<file path="src/fe_cfg.svh">
//**************************************************************************
// Build-time constants for the instruction fetch front end.
// Include this header wherever a width, the memory size or the boot PC
// is needed. The package builds its types from these values.
//**************************************************************************

`ifndef FE_CFG_SVH
`define FE_CFG_SVH

// address and instruction widths
`define FE_VADDR_W 32
`define FE_INSTR_W 32

// on-chip instruction memory, in words
`define FE_IMEM_DEPTH 256
`define FE_IMEM_AW    8

`define FE_BOOT_PC 32'h0000_0000

`endif
</file>
<file path="src/fe_pkg.sv">
//**************************************************************************
// Shared types of the fetch front end: commands from the back end,
// queue messages toward it, memory load packets and the controller
// states. Import with a wildcard in the module header.
//**************************************************************************

`include "fe_cfg.svh"

package fe_pkg;

  typedef logic [`FE_VADDR_W-1:0] vaddr_t;
  typedef logic [`FE_INSTR_W-1:0] instr_t;
  typedef logic [`FE_IMEM_AW-1:0] imem_idx_t;

  typedef enum logic [1:0] {
    e_op_state_reset = 2'd0,
    e_op_pc_redirect = 2'd1,
    e_op_wait        = 2'd2
  } fe_opcode_e;

  typedef struct packed {
    fe_opcode_e opcode;
    vaddr_t     vaddr;
  } fe_cmd_s;

  typedef enum logic {
    e_fe_fetch     = 1'b0,
    e_fe_exception = 1'b1
  } fe_msg_type_e;

  // same numbering as the RISC-V cause codes
  typedef enum logic [1:0] {
    e_instr_misaligned   = 2'd0,
    e_instr_access_fault = 2'd1
  } fe_exc_code_e;

  typedef struct packed {
    fe_msg_type_e msg_type;
    vaddr_t       pc;
    instr_t       instr;
    fe_exc_code_e exc_code;
  } fe_queue_s;

  typedef struct packed {
    imem_idx_t idx;
    instr_t    data;
  } imem_wr_s;

  typedef enum logic [1:0] {
    e_wait  = 2'd0,
    e_run   = 2'd1,
    e_stall = 2'd2
  } fe_state_e;

endpackage

</file>
<file path="src/fe_pc_gen.sv">
//**************************************************************************
// Next-PC generator. Holds the PC of the last accepted fetch and offers
// either the redirect target or the sequential successor. The offered
// PC is taken whenever the controller raises yumi.
//**************************************************************************

`timescale 1ns/1ps

`include "fe_cfg.svh"

module fe_pc_gen
  import fe_pkg::*;
(
  input  logic   clk_i,
  input  logic   reset_i,

  input  logic   redirect_v_i,
  input  vaddr_t redirect_pc_i,

  input  logic   next_pc_yumi_i,
  output vaddr_t next_pc_o
);

  vaddr_t pc_r;
  vaddr_t pc_plus4;

  assign pc_plus4 = pc_r + vaddr_t'(4);

  // redirect wins over sequential fetch
  always_comb begin
    if (redirect_v_i) begin
      next_pc_o = redirect_pc_i;
    end else begin
      next_pc_o = pc_plus4;
    end
  end

  always_ff @(posedge clk_i) begin
    if (reset_i) begin
      pc_r <= `FE_BOOT_PC;
    end else if (next_pc_yumi_i) begin
      pc_r <= next_pc_o;
    end
  end

  // a redirect target not taken in its cycle would be lost,
  // so the controller must always accept it
  a_redirect_taken: assert property (
    @(posedge clk_i) disable iff (reset_i)
    redirect_v_i |-> next_pc_yumi_i
  ) else $error("redirect without next_pc_yumi");

endmodule

</file>
<file path="config.mk">
export PLATFORM = sky130hd
export DESIGN_NAME = fe_pc_gen
export DESIGN_NICKNAME = d
export VERILOG_FILES = /design/src/fe_pkg.sv /design/src/fe_pc_gen.sv
export VERILOG_INCLUDE_DIRS = /design/src /design/src/src
export SDC_FILE = /design/constraint.sdc
export NUM_CORES = 1
export LEC_CHECK = 0
export BUFFER_PORTS_ARGS = -buffer_cell sky130_fd_sc_hd__buf_2
export CAP_MARGIN = 20
export CORE_MARGIN = 2
export CORE_UTILIZATION = 58
export DETAILED_ROUTE_END_ITERATION = 16
export MAX_ROUTING_LAYER = met4
export PLACE_DENSITY = 0.85
export SETUP_SLACK_MARGIN = 0.2
export SYNTH_ARGS = -nofsm -noshare
export SYNTH_HDL_FRONTEND = slang
export SYNTH_SLANG_ARGS = --single-unit
</file>
<file path="constraint.sdc">
create_clock -name clk_i -period 6.2 [get_ports clk_i]
set_input_delay 0.62 -clock clk_i [delete_from_list [all_inputs] [get_ports clk_i]]
set_output_delay 0.62 -clock clk_i [all_outputs]
set_load 0.05 [all_outputs]
</file>
==> out/results.ini <==
[clock_network]
cts_root_buf=clkbuf_8
cts_hold_buf=0
cts_tree=done
clk_pin_slew_ns=0.07
cts_buffers=5
clock-sinks=32
cts_buffer_depth=2
post_cts_resized=0
htree_levels=2
cts_setup_buffers=0
clock_latency_ns=0.29

[logic_synthesis]
synthCells=384
synth_area_per_cell_um2=7.02
synth_top_area_cell=dfxtp_1
synth_seq_cells=32
synth_cell_type_count=49
ys_async_sr_fraction_pct=0
synth_top_area_share_pct=23.8
netlist_area_mm2=0.00269
yosys-top-cells-area=dfxtp_1 24%, nand3_1 6.1%, nand2_1 5.9%, nor2_1 4.6%, a31oi_1 4.4%
synth_fp_nets=421
yosysWarnings=0
synth_edf_count=0
ys_seq_area_share_pct=23.8
synth-main-ff-cell=dfxtp_1

[sta]
holdWs_ns=0.480
finalMaxSlewViolations=0
slew_headroom_pct=43.5
finalSetupViolations=0
tightest_slew_ns=0.841
rsz0062_at_grt=false
clock_skew_ns=0.00425
fin_crit_sh_pct=56.1
report.final.hold_viol_count=0
period_minus_slack_ns=3.48
clock.fmax_mhz=287
tns_ns=0

[worst_hold_path]
min_path_type=flop to flop
hold_start=pc_r[0]

[worst_setup_path]
worstReg2RegStart=pc_r[14]
worstPathMaxFanout=13
worstSetupStartpoint=pc_r[14]
cp.arrival_ns=2.86
max_stage_delay_ns=0.60
end_kind=output port
required_ns=5.58
rrSetupSlack_ns=3.70
cp_slowest_cell=or4_4
critPathKind=flop to output port
path_cells=nand4_1, or4_4, or4_1, a31oi_1, buf_2
cp-start-kind=flop

[final_layout]
largest_reg_flops=32
area_growth_pct=14.3
largestRegisters=pc_r x32
diodes=0
top_register=pc_r
final_area_mm2=0.00308
final_nets=460
drive_gt1_share_pct=20.5

[die]
die_area_mm2=0.00521
fp-row-count=24
initial_core_util_pct=61.0
io_pins=68
coreArea_mm2=0.00441
die_h_um=72.2
die_x_um=72.2

[detailed_routing]
firstDrtPassIters=6
drc=0
vias_per_cell=6.77
routed_wl_um=8000
detail-route-antenna-nets=0
wl_per_cell_um=16.8
vias=3221
dr.first_iter.drc_count=397

[placement]
port_buffers=67
gp_congestion=0.958
dpl.hpwl_um=5430
placed_cell_area_mm2=0.00295

[pwr]
p_per_area_mw_per_mm2=206
finalPower_uw=635
p_leak_nw=1.17
peakVddDrop_mv=0.155

[grt]
grt_pass1_vias=2835
grt_pass1_wl_um=12900
grt_max_degree=54
grt_use_total_pct=31.5
antenna_found_initial=0
grt_overflow=0

[job]
drv_cap=0

[status]
status=complete, no violations

-- layout make-up --
| class | instances | area [um^2] |
|---|---|---|
| clock inverters | 1 | 30.0 |
| multi-input cells | 305 | 1860 |
| fillers | 377 | 1340 |
| inverters | 11 | 41.3 |
| repair buffers | 68 | 343 |
| flip-flops and latches | 32 | 641 |
| well taps | 52 | 65.1 |
| clock buffers | 7 | 96.3 |
-- path summary, 6_finish.rpt --
path | end | cells after the start
max reg2reg | pc_r[24] | 4
min | pc_r[0] | 2
max | next_pc_o[25] | 5
min reg2reg | pc_r[0] | 2
-- kinds of logic (layout without fill, tap and decap cells) --
logic type | after synthesis | count (layout) | synth area share [%]
AND/OR/NAND/NOR | 190 | 190 | 37.8
AO/OA/AOI/OAI | 98 | 98 | 25.3
buffers and inverters | 47 | 87 | 7.11
flip-flops | 32 | 32 | 23.8
XOR/XNOR | 11 | 11 | 3.58
multiplexers | 5 | 5 | 2.04
adder cells (fa/ha/maj) | 1 | 1 | 0.464
-- stage by stage --
step / std cells / setup WS, ns / utilization (%)
final: 476 / 2.72 / 69.7
after global routing: 476 / 2.62 / 69.7
after CTS: 476 / 2.79 / 69.7
after detailed placement: 468 / 3.08 / 66.9
after global placement: 468 / 3.11 / 66.9
after floorplan: 384 / 3.06 / -
-- synth_stat cells, types with 2 or more instances --
| library cell | n |
|---|---|
| a311o_1 | 2 |
| nor4_1 | 13 |
| nor2_1 | 33 |
| and3_1 | 6 |
| o311ai_0 | 3 |
| nand2_1 | 42 |
| o211ai_1 | 6 |
| o41ai_1 | 2 |
| and2_1 | 4 |
| nand4_1 | 15 |
| buf_1 | 2 |
| nand3_1 | 33 |
| a21boi_0 | 2 |
| inv_1 | 10 |
| buf_2 | 11 |
| dfxtp_1 | 32 |
| and4_1 | 5 |
| mux2_2 | 4 |
| o21ai_0 | 21 |
| clkbuf_1 | 22 |
| nor3_1 | 10 |
| or4_1 | 12 |
| o31ai_1 | 5 |
| a21oi_1 | 8 |
| a22o_1 | 3 |
| a21o_1 | 3 |
| a31oi_1 | 19 |
| a22oi_1 | 9 |
| or3_1 | 4 |
| xnor2_1 | 10 |
| nand2b_1 | 4 |
| o31a_1 | 2 |
| a211o_1 | 6 |
| nor4_2 | 2 |
| a32o_1 | 5 |
-- metal layers --
layer,track usage [%],up-vias,share of wire [%]
met5,-,-,0
met4,15.3,0,3.2
met3,5.00,32,9.5
met2,48.7,211,45
met1,40.2,1434,42
li1,-,1544,-
-- critical path, delay by kind of cell (launching register included) --
family / cells / cell delay [ns]
AO/OA/AOI/OAI: 1 / 0.23
buffers and inverters: 1 / 0.31
flip-flops: 1 / 0.45
AND/OR/NAND/NOR: 3 / 1.57
-- report_power, final --
group          switching (mW)  internal, mW
logic                   0.118        0.0495
registers              0.0238         0.218
clock network          0.0840         0.142
total                   0.225         0.410
-- cell usage in the layout (no fill, tap or decap), types with 12 or more instances in the layout --
cell type and instances:
dfxtp_1 32, o21ai_0 21, nand3_1 33, nor4_1 13
buf_2 67, nand2_1 42, nand4_1 15, nor2_1 33
or4_1 12, a31oi_1 19
Note: power is estimated with default switching activity, not from simulation.
