[config.mk]
export PLATFORM = sky130hd
export DESIGN_NAME = fe_fetch_stage
export DESIGN_NICKNAME = d
export VERILOG_FILES = /design/src/fe_pkg.sv /design/src/fe_fetch_stage.sv
export VERILOG_INCLUDE_DIRS = /design/src /design/src/src
export SDC_FILE = /design/constraint.sdc
export NUM_CORES = 1
export LEC_CHECK = 0
export BUFFER_PORTS_ARGS = -buffer_cell sky130_fd_sc_hd__buf_2
export CAP_MARGIN = 15
export CELL_PAD_IN_SITES_DETAIL_PLACEMENT = 1
export CELL_PAD_IN_SITES_GLOBAL_PLACEMENT = 1
export CORE_ASPECT_RATIO = 0.9
export CORE_MARGIN = 4
export CORE_UTILIZATION = 36
export DETAILED_ROUTE_END_ITERATION = 12
export PLACE_DENSITY = 0.84
export SLEW_MARGIN = 20
export SYNTH_ARGS = -nofsm -noshare
export SYNTH_HDL_FRONTEND = slang
export SYNTH_SLANG_ARGS = --single-unit
[constraint.sdc]
create_clock -name clk_i -period 6.85 [get_ports clk_i]
set_input_delay 1.37 -clock clk_i [delete_from_list [all_inputs] [get_ports clk_i]]
set_output_delay 1.37 -clock clk_i [all_outputs]
set_load 0.05 [all_outputs]
[src/fe_cfg.svh]
//**************************************************************************
// Build-time constants for the instruction fetch front end.
// Include this header wherever a width, the memory size or the boot PC
// is needed. The package builds its types from these values.
//**************************************************************************

`ifndef FE_CFG_SVH
`define FE_CFG_SVH

// address and instruction widths
`define FE_VADDR_W 32
`define FE_INSTR_W 32

// on-chip instruction memory, in words
`define FE_IMEM_DEPTH 256
`define FE_IMEM_AW    8

`define FE_BOOT_PC 32'h0000_0000

`endif
[src/fe_pkg.sv]
//**************************************************************************
// Shared types of the fetch front end: commands from the back end,
// queue messages toward it, memory load packets and the controller
// states. Import with a wildcard in the module header.
//**************************************************************************

`include "fe_cfg.svh"

package fe_pkg;

  typedef logic [`FE_VADDR_W-1:0] vaddr_t;
  typedef logic [`FE_INSTR_W-1:0] instr_t;
  typedef logic [`FE_IMEM_AW-1:0] imem_idx_t;

  typedef enum logic [1:0] {
    e_op_state_reset = 2'd0,
    e_op_pc_redirect = 2'd1,
    e_op_wait        = 2'd2
  } fe_opcode_e;

  typedef struct packed {
    fe_opcode_e opcode;
    vaddr_t     vaddr;
  } fe_cmd_s;

  typedef enum logic {
    e_fe_fetch     = 1'b0,
    e_fe_exception = 1'b1
  } fe_msg_type_e;

  // same numbering as the RISC-V cause codes
  typedef enum logic [1:0] {
    e_instr_misaligned   = 2'd0,
    e_instr_access_fault = 2'd1
  } fe_exc_code_e;

  typedef struct packed {
    fe_msg_type_e msg_type;
    vaddr_t       pc;
    instr_t       instr;
    fe_exc_code_e exc_code;
  } fe_queue_s;

  typedef struct packed {
    imem_idx_t idx;
    instr_t    data;
  } imem_wr_s;

  typedef enum logic [1:0] {
    e_wait  = 2'd0,
    e_run   = 2'd1,
    e_stall = 2'd2
  } fe_state_e;

endpackage

[src/fe_fetch_stage.sv]
//**************************************************************************
// Two-stage fetch pipeline. IF1 follows the memory read, IF2 holds the
// fetched word with its fault flags and presents a fetch or exception
// message to the queue. A failed send, an exception or a command poisons
// the younger fetch in IF1.
//**************************************************************************

`timescale 1ns/1ps

module fe_fetch_stage
  import fe_pkg::*;
(
  input  logic      clk_i,
  input  logic      reset_i,

  input  logic      next_pc_yumi_i,
  input  vaddr_t    next_pc_i,

  input  instr_t    instr_i,
  input  logic      misaligned_i,
  input  logic      access_fault_i,

  input  logic      cmd_flush_i,

  input  logic      fe_queue_ready_i,
  output fe_queue_s fe_queue_o,
  output logic      fe_queue_v_o,

  output vaddr_t    fetch_pc_o,
  output logic      fetch_fail_o,
  output logic      fetch_exception_o
);

  logic   v_if1_r, v_if2_r;
  logic   v_if2_n;
  vaddr_t pc_if1_r, pc_if2_r;
  instr_t instr_if2_r;
  logic   misaligned_if2_r, access_fault_if2_r;
  logic   fault_if2;
  logic   poison_if1;

  always_ff @(posedge clk_i) begin
    if (reset_i) begin
      v_if1_r <= 1'b0;
      v_if2_r <= 1'b0;
    end else begin
      v_if1_r <= next_pc_yumi_i;
      v_if2_r <= v_if2_n;
    end
  end

  always_ff @(posedge clk_i) begin
    if (next_pc_yumi_i) begin
      pc_if1_r <= next_pc_i;
    end
  end

  // IF2 payload and fault register
  always_ff @(posedge clk_i) begin
    if (v_if2_n) begin
      pc_if2_r           <= pc_if1_r;
      instr_if2_r        <= instr_i;
      misaligned_if2_r   <= misaligned_i;
      access_fault_if2_r <= access_fault_i;
    end
  end

  assign fault_if2 = misaligned_if2_r | access_fault_if2_r;

  assign fe_queue_v_o      = fe_queue_ready_i & v_if2_r & ~cmd_flush_i;
  assign fetch_fail_o      = v_if2_r & ~fe_queue_v_o;
  assign fetch_exception_o = fe_queue_v_o & fault_if2;
  assign fetch_pc_o        = pc_if2_r;

  assign poison_if1 = fetch_fail_o | (v_if2_r & fault_if2) | cmd_flush_i;
  assign v_if2_n    = v_if1_r & ~poison_if1;

  // access fault outranks misaligned
  always_comb begin
    fe_queue_o    = '0;
    fe_queue_o.pc = pc_if2_r;
    if (fault_if2) begin
      fe_queue_o.msg_type = e_fe_exception;
      fe_queue_o.exc_code = access_fault_if2_r ? e_instr_access_fault : e_instr_misaligned;
    end else begin
      fe_queue_o.msg_type = e_fe_fetch;
      fe_queue_o.instr    = instr_if2_r;
    end
  end

  // nothing younger than a faulting fetch is sent
  a_exc_ends_stream: assert property (
    @(posedge clk_i) disable iff (reset_i)
    (fe_queue_v_o && fault_if2) |=> !fe_queue_v_o
  ) else $error("message right after an exception");

  // a failed send empties IF2, nothing stale may follow it
  a_fail_drains: assert property (
    @(posedge clk_i) disable iff (reset_i)
    fetch_fail_o |=> !fe_queue_v_o
  ) else $error("message right after fetch fail");

endmodule

==> flow_metrics.py <==
metrics = {
    "die": {
        "core_mm2": 0.00966,
        "die_x_um": 113,
        "die_height_um": 102,
        "io_pins": 173,
        "die-area_mm2": 0.0116,
        "start_util": 0.370,
        "rows": 34,
    },
    "worst_setup_path": {
        "cp_max_fo": 3,
        "cp-endpoint": "fetch_exception_o",
        "rr_startpoint": "access_fault_if2_r",
        "worstPathRequired_ps": 5480,
        "crit_start": "cmd_flush_i",
        "cp-end-kind": "output port",
        "reg2reg_depth": 3,
        "r2r-end": "instr_if2_r[7]",
        "crit_arrival_ps": 2130,
        "r2r_slack_ps": 4220,
        "startpoint_type": "input port",
        "path_class": "input port to output port",
    },
    "synth": {
        "ys_ff_latch": 100,
        "syn_area_per_cell_um2": 19.6,
        "synth_fp_nets": 253,
        "synth_area_leader_cell": "edfxtp_1",
        "syn_inst": 182,
        "synth.area.top_cells": "edfxtp_1, buf_4, and2_2",
        "yosysWarnings": 0,
        "ys_seq_area_frac": 0.836,
        "synth.distinct_cells": 19,
        "synth_top_area_frac": 0.825,
        "netlist_area_mm2": 0.00357,
    },
    "routing": {
        "post-route-drc-count": 0,
        "ant_nets": 0,
        "dr_total_vias": 1918,
        "dr.first_iter.drc_count": 57,
        "via_per_inst": 4.18,
        "totalWireLength_um": 7150,
        "avgRoutedWirePerCell_um": 15.6,
        "first_pass_iters": 4,
    },
    "global_route": {
        "antenna_found_initial": 0,
        "grt_overflow": 0,
        "grt_use_total": 0.125,
        "grt_pass1_wl_um": 10900,
        "grt_max_degree": 38,
        "grt_pass1_vias": 2064,
    },
    "timing": {
        "finalSetupViolCount": 0,
        "holdWs_ps": 424,
        "finalCriticalPeriod_ps": 3500,
        "rsz0062_at_grt": "no",
        "slew_viol_final": 0,
        "fin_ws_ps": 3350,
        "finalHoldViolCount": 0,
        "max_freq_ghz": 0.286,
        "fin_crit_sh": 0.510,
        "setup_tns_ps": 0,
        "maxSlewHeadroom": 0.350,
        "worstMarginPinSlew_ps": 974,
        "fin_worst_skew_ps": 7.24,
    },
    "place": {
        "dpl_cell_area_mm2": 0.00433,
        "dp_hpwl_um": 5560,
        "post-place-ws_ps": 3200,
        "gp_congestion": 0.723,
        "port_buffers": 171,
    },
    "final_layout": {
        "final_cell_mix": "buf_2, edfxtp_1, and2_2",
        "syn2layout_area_growth_pct": 26.5,
        "final_area_mm2": 0.00451,
        "nets": 399,
        "mostFrequentLayoutCell": "buf_2",
        "final_util": 0.467,
        "diodes": 0,
        "drive_gt1_frac": 0.646,
        "fill_cells": 989,
    },
    "clock_tree": {
        "cts_resized": 0,
        "insertion_delay_ps": 350,
        "cts_root_buf": "clkbuf_8",
        "cts_tree": "built",
        "cts_num_sinks": 100,
        "clk_pin_slew_ps": 90,
        "ctsHoldBuffers": 0,
        "htree_levels": 3,
        "cts_buffers": 9,
        "cts_setup_buffers": 0,
        "cts_buffer_depth": 2,
    },
    "outcome": {
        "status": "completed",
    },
    "hold_path": {
        "min_path_type": "register to register",
    },
    "power_and_ir_drop": {
        "p_leak_nw": 1.90,
        "peakVddDrop_mv": 0.107,
        "power.density_mw_per_mm2": 257,
    },
    "job": {
        "max-cap-violations": 0,
    },
}
## how the worst min path moves through the flow
stage                       startpoint              to  slack (ps)  depth (start not counted)
after floorplan            pc_if1_r[0]   fetch_pc_o[0]         400                          0
after global placement    pc_if1_r[27]  fetch_pc_o[27]         400                          0
after detailed placement   pc_if1_r[8]   fetch_pc_o[8]         410                          0
after CTS                  pc_if1_r[3]   fetch_pc_o[3]         430                          0
after global routing       pc_if1_r[4]   fetch_pc_o[4]         430                          0
final                     pc_if1_r[22]  fetch_pc_o[22]         420                          0
## metrics by stage
stage | total power (W) | std cells
global placement | 0.000832 | 443
CTS | 0.00118 | 459
global route | 0.00122 | 459
finish | 0.00116 | 459
detailed placement | 0.000837 | 443
floorplan | 0.000801 | 182
## cell type report
class | count | area [um^2] | area share
flip-flops and latches | 100 | 2980 | 0.661
well taps | 126 | 158 | 0.0349
clock buffers | 9 | 124 | 0.0274
clock inverters | 7 | 60.1 | 0.0133
inverters | 2 | 7.51 | 0.00166
multi-input cells | 42 | 312 | 0.0690
repair buffers | 173 | 871 | 0.193
## state kept, by name, summed over array words and instances, names as in the netlist
signal              cells
fetch_pc_o             32
v_if1_r                 1
v_if2_r                 1
pc_if1_r               32
misaligned_if2_r        1
access_fault_if2_r      1
instr_if2_r            32
## Yosys cell counts
cell and n:
or3b_1 1, nor2_1 1, and2_2 23, edfxtp_1 98
and2_1 9, nand2b_1 1, a211oi_2 1, a21boi_0 1
clkbuf_1 2, buf_4 34, clkbuf_2 1, dlygate4sd3_1 1
conb_1 1, nor2b_1 1, inv_1 2, a21oi_1 1
dfxtp_1 2, and3b_1 1, and2b_2 1
## power breakdown
part | switching [W] | total [W] | leakage (nW) | internal (W)
logic | 0.0000798 | 0.000107 | 0.875 | 0.0000277
registers | 0.00000843 | 0.000713 | 0.935 | 0.000705
clock network | 0.000203 | 0.000342 | 0.0897 | 0.000138
total | 0.000292 | 0.00116 | 1.90 | 0.000871
## worst max-delay path, cell delays in order
cell and delay [ps]:
buf_2 110, and3b_1 230, and2b_2 140, buf_2 260
## cell families after synthesis
kind of cell,synth area share
AOI/OAI and AO/OA,0.00701
buffers and inverters,0.0799
DFF,0.836
other,0.00105
and+or+nand+nor,0.0761
## metal layers
| layer | part of all wire | global-route usage |
|---|---|---|
| met1 | 0.37 | 0.144 |
| met4 | 0.010 | 0.0416 |
| met5 | 0 | 0 |
| met2 | 0.53 | 0.220 |
| met3 | 0.083 | 0.0414 |
(Power assumes the default switching activity.)
