==> src/fe_cfg.svh <==
//**************************************************************************
// Build-time constants for the instruction fetch front end.
// Include this header wherever a width, the memory size or the boot PC
// is needed. The package builds its types from these values.
//**************************************************************************

`ifndef FE_CFG_SVH
`define FE_CFG_SVH

// address and instruction widths
`define FE_VADDR_W 32
`define FE_INSTR_W 32

// on-chip instruction memory, in words
`define FE_IMEM_DEPTH 256
`define FE_IMEM_AW    8

`define FE_BOOT_PC 32'h0000_0000

`endif
==> src/fe_pkg.sv <==
//**************************************************************************
// Shared types of the fetch front end: commands from the back end,
// queue messages toward it, memory load packets and the controller
// states. Import with a wildcard in the module header.
//**************************************************************************

`include "fe_cfg.svh"

package fe_pkg;

  typedef logic [`FE_VADDR_W-1:0] vaddr_t;
  typedef logic [`FE_INSTR_W-1:0] instr_t;
  typedef logic [`FE_IMEM_AW-1:0] imem_idx_t;

  typedef enum logic [1:0] {
    e_op_state_reset = 2'd0,
    e_op_pc_redirect = 2'd1,
    e_op_wait        = 2'd2
  } fe_opcode_e;

  typedef struct packed {
    fe_opcode_e opcode;
    vaddr_t     vaddr;
  } fe_cmd_s;

  typedef enum logic {
    e_fe_fetch     = 1'b0,
    e_fe_exception = 1'b1
  } fe_msg_type_e;

  // same numbering as the RISC-V cause codes
  typedef enum logic [1:0] {
    e_instr_misaligned   = 2'd0,
    e_instr_access_fault = 2'd1
  } fe_exc_code_e;

  typedef struct packed {
    fe_msg_type_e msg_type;
    vaddr_t       pc;
    instr_t       instr;
    fe_exc_code_e exc_code;
  } fe_queue_s;

  typedef struct packed {
    imem_idx_t idx;
    instr_t    data;
  } imem_wr_s;

  typedef enum logic [1:0] {
    e_wait  = 2'd0,
    e_run   = 2'd1,
    e_stall = 2'd2
  } fe_state_e;

endpackage

==> src/fe_control.sv <==
//**************************************************************************
// Front end controller. Decodes back-end commands, keeps the PC to
// resume from and runs the wait/run/stall state machine. Fetch of a new
// PC is allowed in every cycle whose next state is run.
//**************************************************************************

`timescale 1ns/1ps

`include "fe_cfg.svh"

module fe_control
  import fe_pkg::*;
(
  input  logic    clk_i,
  input  logic    reset_i,

  input  fe_cmd_s fe_cmd_i,
  input  logic    fe_cmd_v_i,
  output logic    fe_cmd_yumi_o,

  input  logic    fe_queue_ready_i,

  input  vaddr_t  fetch_pc_i,
  input  logic    fetch_fail_i,
  input  logic    fetch_exception_i,

  output logic    redirect_v_o,
  output vaddr_t  redirect_pc_o,
  output logic    next_pc_yumi_o,
  output logic    cmd_flush_o
);

  fe_state_e state_r, state_n;

  logic   is_wait, is_run, is_stall;
  logic   state_reset_v, pc_redirect_v, wait_v;
  logic   cmd_v, cmd_immediate_v, cmd_complex_v;
  logic   stall, unstall;
  logic   pc_resume_en;
  vaddr_t pc_resume_n, pc_resume_r;

  assign is_wait  = (state_r == e_wait);
  assign is_run   = (state_r == e_run);
  assign is_stall = (state_r == e_stall);

  // command decode
  assign state_reset_v   = fe_cmd_v_i & (fe_cmd_i.opcode == e_op_state_reset);
  assign pc_redirect_v   = fe_cmd_v_i & (fe_cmd_i.opcode == e_op_pc_redirect);
  assign wait_v          = fe_cmd_v_i & (fe_cmd_i.opcode == e_op_wait);
  assign cmd_immediate_v = pc_redirect_v;
  assign cmd_complex_v   = state_reset_v | wait_v;
  assign cmd_v           = cmd_immediate_v | cmd_complex_v;

  // every command is consumed on arrival
  assign fe_cmd_yumi_o = fe_cmd_v_i;
  assign cmd_flush_o   = cmd_v;

  // resume PC, bypassed so a redirect uses its vaddr in the same cycle
  assign pc_resume_en  = cmd_v | is_run;
  assign pc_resume_n   = cmd_v ? fe_cmd_i.vaddr : fetch_pc_i;
  assign redirect_pc_o = pc_resume_en ? pc_resume_n : pc_resume_r;

  always_ff @(posedge clk_i) begin
    if (reset_i) begin
      pc_resume_r <= `FE_BOOT_PC;
    end else if (pc_resume_en) begin
      pc_resume_r <= pc_resume_n;
    end
  end

  assign stall   = fetch_fail_i | cmd_complex_v;
  assign unstall = fe_queue_ready_i & ~cmd_v;

  always_comb begin
    case (state_r)
      e_wait:  state_n = cmd_immediate_v ? e_run : (cmd_complex_v ? e_stall : e_wait);
      e_stall: state_n = (cmd_immediate_v | unstall) ? e_run : e_stall;
      // a redirect keeps running, anything that failed goes back to stall
      e_run: begin
        if (cmd_immediate_v) begin
          state_n = e_run;
        end else if (stall) begin
          state_n = e_stall;
        end else if (fetch_exception_i) begin
          state_n = e_wait;
        end else begin
          state_n = e_run;
        end
      end
      default: state_n = e_wait;
    endcase
  end

  always_ff @(posedge clk_i) begin
    if (reset_i) begin
      state_r <= e_wait;
    end else begin
      state_r <= state_n;
    end
  end

  assign next_pc_yumi_o = (state_n == e_run);
  assign redirect_v_o   = cmd_immediate_v | (is_stall & next_pc_yumi_o);

  // the pipeline is empty whenever the front end is not running
  a_stall_drained: assert property (
    @(posedge clk_i) disable iff (reset_i)
    is_stall |-> !(fetch_fail_i || fetch_exception_i)
  ) else $error("fetch activity while stalled");

  a_wait_drained: assert property (
    @(posedge clk_i) disable iff (reset_i)
    is_wait |-> !(fetch_fail_i || fetch_exception_i)
  ) else $error("fetch activity while waiting");

endmodule

==> config.mk <==
export PLATFORM = sky130hd
export DESIGN_NAME = fe_control
export DESIGN_NICKNAME = d
export VERILOG_FILES = /design/src/fe_pkg.sv /design/src/fe_control.sv
export VERILOG_INCLUDE_DIRS = /design/src /design/src/src
export SDC_FILE = /design/constraint.sdc
export NUM_CORES = 1
export LEC_CHECK = 0
export ABC_AREA = 0
export BUFFER_PORTS_ARGS = -buffer_cell sky130_fd_sc_hd__buf_4
export CORE_MARGIN = 10
export CORE_UTILIZATION = 46
export CTS_CLUSTER_DIAMETER = 80
export DETAILED_ROUTE_END_ITERATION = 10
export PLACE_DENSITY = 0.89
export SLEW_MARGIN = 20
export SYNTH_ARGS = -nofsm -noshare
export SYNTH_HDL_FRONTEND = slang
export SYNTH_SLANG_ARGS = --single-unit
==> constraint.sdc <==
create_clock -name clk_i -period 2.1 [get_ports clk_i]
set_input_delay 0.63 -clock clk_i [delete_from_list [all_inputs] [get_ports clk_i]]
set_output_delay 0.63 -clock clk_i [all_outputs]
set_load 0.01 [all_outputs]
==> flow_metrics.tcl, run 1 <==
set metrics [dict create \
    grt_pass1_vias 2494 \
    cp.required_ns 1.47 \
    synth-seq-area-share_pct 32.2 \
    grt_max_degree 35 \
    syn_area_per_cell_um2 8.93 \
    dr.pass1.iters 4 \
    vias_per_cell 5.44 \
    synth-adder-area-share_pct 0 \
    synth_cell_types 25 \
    r2r_slack_ns 0.74 \
    dr_total_vias 2430 \
    r2r_start "state_r[1]" \
    num_io_pins 108 \
    async_reset_ff_share_pct 0 \
    synth_compound_gate_area_share_pct 21.0 \
    p_per_area_nw_per_um2 541 \
    cts_tree "done" \
    finClkSkew_ns 0.00798 \
    cts.sinks 34 \
    start_util_pct 48.0 \
    rsz0062_at_grt "yes" \
    final_nets 467 \
    startpoint "fe_cmd_v_i" \
    hold_path.class "flop to flop" \
    drt-total-wl_mm 8.56 \
    die-width_um 87.8 \
    area_growth_pct 77.1 \
    cp-end-kind "output port" \
    die_area_um2 7720 \
    ys.flop_type "dfxtp_1" \
    die_h_um 87.8 \
    cts_buffers 5 \
    max_slew_margin_pct 67.2 \
    cts_root_buf "clkbuf_8" \
    core_um2 4410 \
    fin_setup_tns_ns -3.53 \
    grt_usage_pct 18.4 \
    cellLeakagePower_nw 1.81 \
    grt-busiest-layer "met2" \
    synth_edf_count 0 \
    reg2reg_to "state_r[0]" \
    cap_viol_max_count 0 \
    violations "setup timing" \
    drc_errors 0 \
    fin_crit_ns 2.27 \
    final.setup.worst_slack_ns -0.173 \
    synth-seq-cells 34 \
    crit_fanout 8 \
    path_class "input port to output port" \
    drive_above_1_share_pct 62.8 \
    cts.htree.levels 2 \
    drt_iter0_drc 107 \
    fin_crit_sh_pct 108 \
    place_congestion 0.773 \
    worstSetupEndpoint "redirect_pc_o[23]" \
    netlist_instances 237 \
    status "finished, violations left" \
    tightest_slew_ns 0.491 \
    drv_slew 0 \
    grtUsageMet1_pct 19.9 \
    antenna_found_initial 0 \
    rows 24 \
    rr_worst_depth 5 \
    fmax_mhz 440 \
    setup_violations 33 \
    grt_pass1_wl_mm 11.6 \
    finalHoldViolCount 0 \
    synth_xor_area_share_pct 0 \
    met2_usage_pct 33.5 \
    yosys_warnings 0 \
    grtUsageMet3_pct 5.94 \
    numPortBuffers 107 \
    overflow 0 \
    synthesis.nets 309 \
    place_ws_ns -0.259 \
    clock_latency_ns 0.28 \
    hpwl_mm 5.61 \
    synth_top_family_by_area "simple AND/OR/NAND/NOR gates" \
    clockBufferDepth 2 \
    diodes 0 \
    netlist_area_um2 2120 \
    yosys.area_share.simple_pct 38.8 \
    ant_nets 0 \
    irDropWorstVdd_mv 0.384 \
    startpoint_type "input port" \
    synthMuxAreaShare_pct 0.532 \
    wire_per_inst_um 19.2 \
    clkTransAtPathRegs_ns 0.07 \
    cp_data_arrival_time_ns 1.64 \
]
## worst min path at each step
stage	start	to	slack (ns)	cells after the start
4_1_cts	pc_resume_r[16]	pc_resume_r[16]	0.53	2
3_3_place_gp	pc_resume_r[1]	pc_resume_r[1]	0.50	2
6_report	pc_resume_r[0]	pc_resume_r[0]	0.54	2
3_5_place_dp	pc_resume_r[20]	pc_resume_r[20]	0.51	2
2_1_floorplan	pc_resume_r[10]	pc_resume_r[10]	0.49	2
5_1_grt	pc_resume_r[11]	pc_resume_r[11]	0.57	2
## where the power goes
part	switching, mW	leakage [nW]	total (mW)	internal (mW)
clock	0.229	0.0383	0.457	0.228
sequential	0.0389	0.283	0.739	0.701
combinational	0.372	1.49	0.831	0.459
total	0.640	1.81	2.03	1.39
## per-stage QoR
step	power, mW	area (um^2)	hold WS [ns]	utilization, %	cells
after detailed placement	1.45	3330	0.506	75.4	433
after floorplan	1.06	2120	0.487	-	237
after global routing	2.11	3750	0.571	84.9	447
final	2.03	3750	0.545	84.9	447
after CTS	1.92	3500	0.525	79.2	441
after global placement	1.42	3330	0.496	75.4	433
## final cells by class
cell class / count / area (um^2)
multi-input combinational: 178 / 1470
timing repair buffer: 174 / 1440
sequential: 34 / 683
fill: 241 / 666
clock buffer: 7 / 76.3
tap: 52 / 65.1
inverter: 2 / 15.0
## repair_timing
action	in CTS	in global routing
endpoints found under the setup margin	33	33
cloned	0	4
gates resized for setup	18	31
pin swaps	0	4
setup buffers	1	2
hold buffers	0	0
## cells by family after synthesis
family / count (synthesis)
compound gates: 39
buf+inv: 25
flops: 34
simple gates: 138
mux: 1
## metal layers
| metal | vias to the layer above | share of wire (%) |
|---|---|---|
| met5 | - | 0 |
| met4 | 0 | 3.3 |
| met3 | 25 | 8.0 |
| met2 | 107 | 52 |
| met1 | 1165 | 37 |
| li1 | 1133 | - |
## cell usage after synthesis (2+ instances only)
cell	number	area, um^2
buf_6	5	56.3
buf_2	9	45.0
and3b_1	32	280
a211oi_1	2	15.0
nor3_1	14	70.1
buf_4	3	22.5
nand2_1	5	18.8
a21oi_1	2	10.0
clkbuf_1	6	22.5
a211oi_2	30	375
dfxtp_1	34	681
nor3_2	18	180
nand2b_1	2	12.5
nor2_1	64	240
## layout by cell type, fill, tap and decap left out, types with 2 or more instances in the layout
cell type	instances
buf_4	162
nor2_1	53
and3b_1	32
dfxtp_1	32
a211oi_4	19
nor3_2	18
nor3_1	14
a211oi_2	13
nor2_2	11
nand2_1	5
clkbuf_8	5
buf_6	5
clkbuf_16	3
buf_12	3
a21oi_1	2
clkbuf_1	2
dfxtp_2	2
## sequential cells by signal, indices dropped and copies added (netlist names)
signal / flops
state_r: 2
pc_resume_r: 32
## critical path, cell delays in order
cell and delay, ns:
buf_6 0.09, a21bo_4 0.21, inv_8 0.06, clkbuf_16 0.18
a211oi_4 0.21, nor2_1 0.09, buf_4 0.16
(Power assumes the default switching activity.)
==> run 2: changes to the inputs <==
--- a/config.mk
+++ b/config.mk
@@ -7,12 +7,12 @@
 export NUM_CORES = 1
 export LEC_CHECK = 0
 export ABC_AREA = 0
-export BUFFER_PORTS_ARGS = -buffer_cell sky130_fd_sc_hd__buf_4
 export CORE_MARGIN = 10
-export CORE_UTILIZATION = 46
+export CORE_UTILIZATION = 50
 export CTS_CLUSTER_DIAMETER = 80
 export DETAILED_ROUTE_END_ITERATION = 10
-export PLACE_DENSITY = 0.89
+export DONT_BUFFER_PORTS = 1
+export PLACE_DENSITY = 0.73
 export SLEW_MARGIN = 20
 export SYNTH_ARGS = -nofsm -noshare
 export SYNTH_HDL_FRONTEND = slang
==> flow_metrics.tcl, run 2 (synthesized netlist as in run 1, its figures left out) <==
set metrics [dict create \
    wire_per_inst_um 19.0 \
    drt_iter0_drc 46 \
    dr_total_vias 1858 \
    cp.required_ns 1.47 \
    tightest_slew_ns 0.306 \
    area_growth_pct 34.3 \
    crit_fanout 15 \
    die-width_um 85.1 \
    dr.pass1.iters 4 \
    numPortBuffers 0 \
    grt_pass1_vias 1959 \
    cts_root_buf "clkbuf_8" \
    cts_tree "done" \
    place_congestion 0.785 \
    startpoint_type "input port" \
    cts.sinks 34 \
    p_per_area_nw_per_um2 610 \
    grt_pass1_wl_mm 9.80 \
    ant_nets 0 \
    drv_slew 0 \
    clkTransAtPathRegs_ns 0.06 \
    clock_latency_ns 0.28 \
    antenna_found_initial 0 \
    finClkSkew_ns 0.00326 \
    cts.htree.levels 2 \
    cp_slowest_cell "a21bo_4" \
    cts_hold_buf 0 \
    irDropWorstVdd_mv 0.424 \
    rsz0062_at_grt "yes" \
    core_um2 4060 \
    grt_usage_pct 16.3 \
    drc_errors 0 \
    final_nets 350 \
    start_util_pct 52.2 \
    diodes 0 \
    status "completed" \
    multi_input_area_um2 1530 \
    cp_top_family "buffers and inverters" \
    final_cells 328 \
    place_inst 318 \
    worst_path_largest_cell_delay_ns 0.22 \
    cts_buffers 5 \
    cp_data_arrival_time_ns 1.45 \
    overflow 0 \
    grt_max_degree 35 \
    die_area_um2 7240 \
    final_common_cell "buf_4" \
    largest_register_ff_count 32 \
    layout_common_cells "buf_4 (51), nor2_1 (41), dfxtp_1 (33)" \
    fmax_mhz 481 \
    regArea_um2 682 \
    top_register "pc_resume_r" \
    power_mw 1.73 \
    die_h_um 85.1 \
    path_class "input port to output port" \
    hpwl_mm 4.48 \
    cp-end-kind "output port" \
    fin_crit_ns 2.08 \
    vias_per_cell 5.66 \
    reg_top3 "pc_resume_r (32), state_r (2)" \
    crit_chain "a21bo_4, clkinv_4, buf_12, a211oi_2, nor2_1" \
    critPathBufInv 2 \
    num_io_pins 108 \
    fin_crit_sh_pct 99.0 \
    drt-total-wl_mm 6.22 \
    clockBufferDepth 2 \
    cellLeakagePower_nw 1.22 \
    rows 23 \
    finalHoldViolCount 0 \
    max_slew_margin_pct 79.7 \
    fillers 314 \
    hold_path.class "input port to flop" \
    setup_violations 0 \
    cap_viol_max_count 0 \
    drive_above_1_share_pct 50.7 \
]
-- run 2: cell count changes in the layout (fill, tap and decap cells not counted), sizes merged --
| cell | before | now |
|---|---|---|
| buf | 171 | 57 |
| clkbuf | 10 | 7 |
| clkinv | 0 | 1 |
| inv | 2 | 1 |
-- run 2: worst paths after layout --
kind | start | endpoint | slack (ns) | depth (start not counted)
min reg2reg | pc_resume_r[1] | pc_resume_r[1] | 0.52 | 2
min | reset_i | state_r[0] | 0.41 | 1
max | fe_cmd_v_i | redirect_pc_o[27] | 0.02 | 5
max reg2reg | state_r[1] | pc_resume_r[15] | 0.77 | 5
-- run 2: metrics by stage --
stage                     TNS [ns]  setup WS (ns)  hold slack [ns]  util (%)  cell area, um^2
after floorplan                  0         0.0125            0.487         -             2120
after global placement           0         0.0180            0.497      61.1             2480
after detailed placement   -0.0130        -0.0127            0.503      61.1             2480
after CTS                        0       0.000711            0.403      64.4             2610
after global routing        -0.295        -0.0472            0.387      70.1             2840
final                            0         0.0212            0.408      70.1             2840
-- run 2: metal layers --
| metal | share of wire [%] | vias to the layer above | global-route usage, % |
|---|---|---|---|
| met1 | 42 | 877 | 19.7 |
| met2 | 49 | 75 | 25.8 |
| met5 | 0 | - | 0 |
| met3 | 8.3 | 5 | 7.36 |
| li1 | - | 901 | - |
| met4 | 0.76 | 0 | 3.59 |
-- run 2: layout make-up --
class,count,share of cell area (%)
well taps,50,2.20
clock buffers,7,2.68
repair buffers,57,16.8
multi-input cells,178,53.9
inverters,2,0.440
flip-flops and latches,34,24.0
-- run 2: worst register-to-register path, stage by stage, from the launching register on --
cell and delay (ns):
dfxtp_2 0.35, nand2b_4 0.18, buf_12 0.19, a211oi_2 0.31, buf_4 0.16, nor3_2 0.04
-- run 2: power by group --
part | internal [mW] | switching [mW] | total (mW)
sequential | 0.701 | 0.0375 | 0.738
combinational | 0.260 | 0.292 | 0.552
clock | 0.228 | 0.217 | 0.444
total | 1.19 | 0.546 | 1.73
-- run 2: repair_timing --
| action | 4_1_cts | 5_1_grt |
|---|---|---|
| gates cloned | 1 | 0 |
| pin swaps | 0 | 2 |
| resized for setup | 10 | 46 |
| setup buffers | 0 | 2 |
| hold endpoints to repair | 0 | 0 |
| setup endpoints to repair | 21 | 33 |
==> run 3: changes to the inputs <==
--- a/config.mk
+++ b/config.mk
@@ -12,7 +12,7 @@
 export CTS_CLUSTER_DIAMETER = 80
 export DETAILED_ROUTE_END_ITERATION = 10
 export DONT_BUFFER_PORTS = 1
-export PLACE_DENSITY = 0.73
+export RECOVER_POWER = 100
 export SLEW_MARGIN = 20
 export SYNTH_ARGS = -nofsm -noshare
 export SYNTH_HDL_FRONTEND = slang
==> flow_metrics.tcl, run 3 (synthesized netlist as in run 1, its figures left out) <==
set metrics [dict create \
    wire_per_inst_um 21.8 \
    hold_path.class "input port to flop" \
    final_cells 291 \
    cp_slowest_cell "a21bo_4" \
    worst_path_largest_cell_delay_ns 0.23 \
    cap_viol_max_count 0 \
    final_nets 313 \
    cts_root_buf "clkbuf_8" \
    core_um2 4060 \
    clock_latency_ns 0.28 \
    cellLeakagePower_nw 1.03 \
    status "completed" \
    die_h_um 85.1 \
    clkTransAtPathRegs_ns 0.07 \
    cts.htree.levels 2 \
    final.setup.worst_slack_ns 0.0345 \
    area_growth_pct 19.7 \
    die_area_um2 7240 \
    grt_usage_pct 16.2 \
    vias_per_cell 6.02 \
    start_util_pct 52.2 \
    cts_hold_buf 0 \
    drive_above_1_share_pct 41.1 \
    crit_fanout 21 \
    placed_cell_area_um2 2200 \
    cp.required_ns 1.47 \
    finalHoldViolCount 0 \
    setup_violations 0 \
    drt_iter0_drc 62 \
    cts_buffers 5 \
    die-width_um 85.1 \
    ant_nets 0 \
    p_per_area_nw_per_um2 659 \
    cp-end-kind "output port" \
    regArea_um2 683 \
    place_inst 282 \
    grt_pass1_vias 1919 \
    crit_chain "a21bo_4, clkinv_4, buf_12, a211oi_4, nor2_1" \
    hpwl_mm 4.67 \
    overflow 0 \
    startpoint_type "input port" \
    multi_input_area_um2 1480 \
    rows 23 \
    largest_register_ff_count 32 \
    drv_slew 0 \
    drc_errors 0 \
    final_common_cell "nor2_1" \
    finClkSkew_ns 0.00547 \
    cp_data_arrival_time_ns 1.44 \
    fin_crit_sh_pct 98.4 \
    drt-total-wl_mm 6.35 \
    fillers 359 \
    fmax_mhz 484 \
    tightest_slew_ns 0.283 \
    diodes 0 \
    reg_top3 "pc_resume_r (32), state_r (2)" \
    grt_pass1_wl_mm 9.66 \
    clockBufferDepth 2 \
    antenna_found_initial 0 \
    place_ws_ns -0.0157 \
    hold_ws_ns 0.411 \
    top_register "pc_resume_r" \
    cts.sinks 34 \
    place_congestion 0.857 \
    dr_total_vias 1753 \
    max_slew_margin_pct 81.2 \
    grt_max_degree 35 \
    final_area_um2 2530 \
    power_mw 1.67 \
    critPathBufInv 2 \
    cp_top_family "compound AO/OA/AOI/OAI gates" \
    dr.pass1.iters 4 \
    num_io_pins 108 \
    layout_common_cells "nor2_1 (48), and3b_1 (32), dfxtp_1 (32)" \
    path_class "input port to output port" \
    fin_crit_ns 2.07 \
    irDropWorstVdd_mv 0.437 \
    numPortBuffers 0 \
    rsz0062_at_grt "yes" \
    cts_tree "done" \
]
-- run 3: cell types whose count changed in the layout (fill, tap and decap cells not counted), sizes merged --
cell,previous run,this run
buf,57,20
-- run 3: per-stage QoR --
stage	utilization (%)	setup TNS (ns)
3_5_place_dp	54.1	-0.0517
3_3_place_gp	54.1	0
2_1_floorplan	-	0
6_report	62.4	0
4_1_cts	58.2	-0.215
5_1_grt	62.4	-0.0988
-- run 3: worst reg2reg max path: stages (launching register included) --
cell and delay, ns:
dfxtp_2 0.37, buf_4 0.19, and3b_1 0.20, a211oi_2 0.26, buf_4 0.16, nor3_2 0.03
-- run 3: layout make-up --
cell class,count,area share [%]
timing repair buffer,20,8.49
multi-input combinational,178,58.6
sequential,34,27.0
tap,50,2.47
inverter,2,0.494
clock buffer,7,3.01
-- run 3: path summary, 6_finish.rpt --
kind,startpoint,endpoint,slack (ns),cells past startpoint
min reg2reg,pc_resume_r[2],pc_resume_r[2],0.53,2
max,fe_cmd_v_i,redirect_pc_o[14],0.03,5
max reg2reg,state_r[1],pc_resume_r[10],0.77,5
min,reset_i,state_r[0],0.41,1
-- run 3: routing by layer --
| metal | global-route usage [%] | up-vias | wire (um) |
|---|---|---|---|
| met5 | 0 | - | 0 |
| met4 | 3.59 | 0 | 70 |
| met3 | 7.36 | 8 | 537 |
| met2 | 27.0 | 79 | 3150 |
| met1 | 18.4 | 839 | 2600 |
| li1 | - | 827 | - |
-- run 3: power by group --
part           total (mW)  internal [mW]  leakage, nW  switching (mW)
logic               0.488          0.209        0.709           0.279
registers           0.738          0.701        0.283          0.0369
clock network       0.445          0.228       0.0383           0.217
-- run 3: timing repair --
| action | CTS | global route |
|---|---|---|
| buffers inserted | 0 | 1 |
| pin swaps | 0 | 3 |
| gates cloned | 0 | 1 |
| setup endpoints to repair | 23 | 32 |
| gates resized for setup | 15 | 38 |
